[src/alu_pkg.sv]
// Shared widths, operation codes and cause codes of the integer execution lane
// The data width is fixed at 64 bits; the shift amount width follows from it
// Cause values other than the named ones come from the lane's cause port
package alu_pkg;

	// ========================================
	// Widths and timing
	// ========================================
	localparam int xlen = 64;
	localparam int shamt_w = $clog2(xlen);
	// Cycles from the ld edge to mul_done rising
	localparam int mul_latency = 4;
	// Divider counter spans load, xlen steps, sign fix and completion
	localparam int div_cnt_w = $clog2(xlen + 2);

	// ========================================
	// Operation and sub-function codes
	// ========================================
	typedef enum logic [4:0] {
		op_add3, op_sub, op_and3, op_or3, op_eor3,
		op_cmp,
		op_shl, op_shr, op_asr,
		op_set, op_zset,
		op_minmax,
		op_mul, op_mulu, op_mulh,
		op_div, op_mod, op_divu, op_modu,
		op_chk,
		op_addi, op_mov, op_nop
	} alu_op_t;

	// Condition selected by sub for set and zset
	typedef enum logic [2:0] {
		cond_eq, cond_ne, cond_lt, cond_le, cond_ltu, cond_leu
	} cond_t;

	// How c joins the a/b result of a three-input op
	typedef enum logic [1:0] {
		comb_and, comb_or, comb_xor, comb_add
	} comb_t;

	// Bit positions in the compare flag word
	localparam int flag_eq  = 0;
	localparam int flag_ne  = 1;
	localparam int flag_lt  = 2;
	localparam int flag_le  = 3;
	localparam int flag_ltu = 4;
	localparam int flag_leu = 5;
	localparam int flag_gt  = 6;
	localparam int flag_ge  = 7;

	// ========================================
	// Exception causes and fill pattern
	// ========================================
	typedef logic [7:0] cause_t;
	localparam cause_t flt_none  = 8'h00;
	localparam cause_t flt_unimp = 8'h25;
	localparam cause_t flt_dbz   = 8'h30;

	// Returned for undefined operations
	localparam logic [xlen-1:0] dead_word = {(xlen / 16){16'hDEAD}};

endpackage
[src/alu_cmp.sv]
// Purely combinational; flags are valid in the same cycle as a and b
// Signed flags treat both operands as two's complement
`timescale 1ns/1ns

module alu_cmp (
	input logic [alu_pkg::xlen-1:0] a,
	input logic [alu_pkg::xlen-1:0] b,
	output logic [7:0] flags
);
	import alu_pkg::*;

	logic [xlen:0] diff_u;
	logic [xlen:0] diff_s;
	logic eq;

	// Unsigned borrow comes out of the zero-extended difference
	assign diff_u = {1'b0, a} - {1'b0, b};
	// Sign of the sign-extended difference gives signed less-than
	assign diff_s = {a[xlen-1], a} - {b[xlen-1], b};
	assign eq = (diff_u[xlen-1:0] == '0);

	always_comb
	begin
		flags[flag_eq]  = eq;
		flags[flag_ne]  = !eq;
		flags[flag_lt]  = diff_s[xlen];
		flags[flag_le]  = diff_s[xlen] | eq;
		flags[flag_ltu] = diff_u[xlen];
		flags[flag_leu] = diff_u[xlen] | eq;
		// Greater forms are the complements of the signed less forms
		flags[flag_gt]  = !(diff_s[xlen] | eq);
		flags[flag_ge]  = !diff_s[xlen];
	end

endmodule

[config.mk]
export PLATFORM = sky130hd
export DESIGN_NAME = alu_cmp
export DESIGN_NICKNAME = d
export VERILOG_FILES = /design/src/alu_pkg.sv /design/src/alu_cmp.sv
export SDC_FILE = /design/constraint.sdc
export NUM_CORES = 1
export LEC_CHECK = 0
export BUFFER_PORTS_ARGS = -buffer_cell sky130_fd_sc_hd__buf_2
export CAP_MARGIN = 5
export CORE_MARGIN = 4
export CORE_UTILIZATION = 56
export DETAILED_ROUTE_END_ITERATION = 8
export PLACE_DENSITY = 0.85
export SYNTH_ARGS = -nofsm -noshare
export SYNTH_HDL_FRONTEND = slang
export SYNTH_SLANG_ARGS = --single-unit
[constraint.sdc]
create_clock -name vclk -period 4.73
set_clock_uncertainty 0.1 [all_clocks]
set_input_delay 0.473 -clock vclk [all_inputs]
set_output_delay 0.473 -clock vclk [all_outputs]
set_load 0.005 [all_outputs]
==> run metrics <==
Fillers=roughly 850; crit-path most repeated cell=buf_2; cell taking the most area after synthesis=ha_1; Max stage delay on crit path=470 ps; DR DRC count=0; critical path, cell by cell=buf_2, inv_1, ha_1, nand2_1, nor4_2, o21ai_1, a2111oi_1, buf_4, o31ai_1, xnor2_1, nor3b_2, nand4b_1, nor4_1, and4_1, nand3_2, and2_1, buf_2; worst slew pin tran=520 ps; WP data arrival=between 4000 and 5000 ps; die span in x=102 um; hold wc startpoint=a[63]; mean post-synth cell area=6.39 um2; pre-CTS setup slack=-47.8 ps; Hold WC Path Type=in -> out; Hold Slack=between 1000 and 1500 ps; most frequent cells in the layout=136 x buf_2, 80 x a21oi_1, 79 x inv_1; vias in the first global route=5706; Syn. warnings=0; P_leak=roughly 2.9 nW; Wirelength per Cell=17.5 um; # diodes=0; share of cells above drive strength 1=between 20% and 30%; Hold Path Stages=4; via count=6421; sequential cell count=0; maximum vdd drop=around 0.078 mV; max_cap viols=0; commonest non-fill, non-tap cell in the layout=buf_2; Die Y-Extent=just over 100 um; Distinct cells, synth=78; element type at the critical path start=input pin; Post-Syn Area=4950 um2; fin nets=roughly 1100; sequential area share after synthesis=0%; CP max FO=7; Routed Wire Length=17800 um; Post-Place Cell Area=5860 um2; design area=5880 um2; final hold vios=0; GRT Util Overall=32.4%; Initial DRC Count=617; first-pass GRT wire length=27300 um; Detail Route Antenna Nets=0; num ports=around 140; area fraction of the dominant cell type after synthesis=16.2%; fin crit period=4720 ps; Post-Synthesis Net Count=967; initial antenna violation count=0; DR vias/cell=between 6 and 7; Core Region=between 8000 and 9000 um2; placer's final routability congestion estimate=1.04; crit share post-route=99.7%; worst setup margin=about 14 ps; CP max stage cell=a2111oi_1; clock buffer count=0; effective utilization at floorplan=between 50% and 60%; largest net degree at the start of global routing=15; Power Dens Cells=140 nW/um2; Crit. End Element=primary output; I/O Buffers=136; status=complete, no violations; WP data required=approximately 4200 ps; fmax=roughly 0.21 GHz; post-synthesis cell count=774; Max Slew Vio Count=0; die area=approximately 10000 um2; row cnt=34; Sequential Area=0 um2; Area growth syn-to-layout=18.8%; hpwl dp=between 15000 and 20000 um; total grt overflow=0; Final setup violation count=0; Hold EP=flags[4]; top cells by area, synth=ha_1 16%, a21oi_1 8.1%, inv_1 6.0%; CP Class=in -> out; max_slew headroom=65.0%; 1st-pass router iterations=5
==> cells by family (layout without fill, tap and decap cells) <==
logic type / count (synthesis) / in the layout / share of synthesized area, %
xor+xnor: 37 / 37 / 6.55
compound gates: 280 / 280 / 38.0
fa+ha+maj: 65 / 65 / 16.6
buf+inv: 111 / 250 / 9.33
simple gates: 275 / 275 / 28.3
mux: 6 / 6 / 1.24
==> power by group <==
group	total [mW]	internal, mW	switching [mW]
clock network	0	0	0
logic	0.824	0.335	0.490
registers	0	0	0
total	0.824	0.335	0.490
==> worst max-delay path, delay by kind of cell <==
family | cells | cell delay, ps
simple gates | 8 | 1870
compound gates | 3 | 780
fa+ha+maj | 1 | 420
buf+inv | 4 | 410
xor+xnor | 1 | 190
==> stage by stage <==
| step | TNS [ps] | util (%) | instances | power [mW] |
|---|---|---|---|---|
| after CTS | 0 | 67.5 | 1021 | 0.800 |
| final | 0 | 67.7 | 1021 | 0.824 |
| after floorplan | 0 | - | 774 | 0.548 |
| after global placement | 0 | 67.5 | 1021 | 0.794 |
| after detailed placement | -52.7 | 67.5 | 1021 | 0.796 |
| after global routing | -316 | 67.7 | 1021 | 0.895 |
==> cell type report <==
class | count | area (um2) | area share [%]
Inverter | 79 | 297 | 5.04
Multi-Input combinational cell | 663 | 4500 | 76.6
Tap cell | 108 | 135 | 2.30
Timing Repair Buffer | 171 | 943 | 16.0
==> synthesized netlist by cell type (8+ instances only) <==
cell      instances
nor3_1           19
o21bai_1         15
o21ai_0          49
and2_1            8
ha_1             64
nor2_1           63
o21a_1           15
nand3_1          10
inv_1            79
a21oi_1          80
nand4_1          32
nand2_1          78
nand2b_1         10
clkbuf_1         19
xnor2_1          21
nor4_1            9
o211ai_1         10
xor2_1           16
and3_1            9
a21o_1           19
a31oi_1          10
==> layer usage <==
metal | GRT usage [%] | up-vias | part of all wire [%]
met4 | 10.9 | 0 | 3.9
li1 | - | 3144 | -
met3 | 2.18 | 55 | 8.4
met1 | 43.5 | 2887 | 42
met5 | 0 | - | 0
met2 | 55.0 | 335 | 46
==> worst max-delay path by stage <==
stage                from  endpoint  slack (ps)  depth (start not counted)
floorplan           b[12]  flags[6]         790                         15
global placement    a[11]  flags[6]         110                         16
detailed placement  b[11]  flags[6]         -50                         17
CTS                 b[11]  flags[6]          30                         17
global route        b[11]  flags[6]        -130                         17
finish              b[11]  flags[6]          10                         17
==> what timing repair did <==
action,4_1_cts,5_1_grt
gates resized for setup,2,4
setup endpoints to repair,2,5
hold buffers,0,0
buffers inserted,0,0
(Power assumes the default switching activity.)
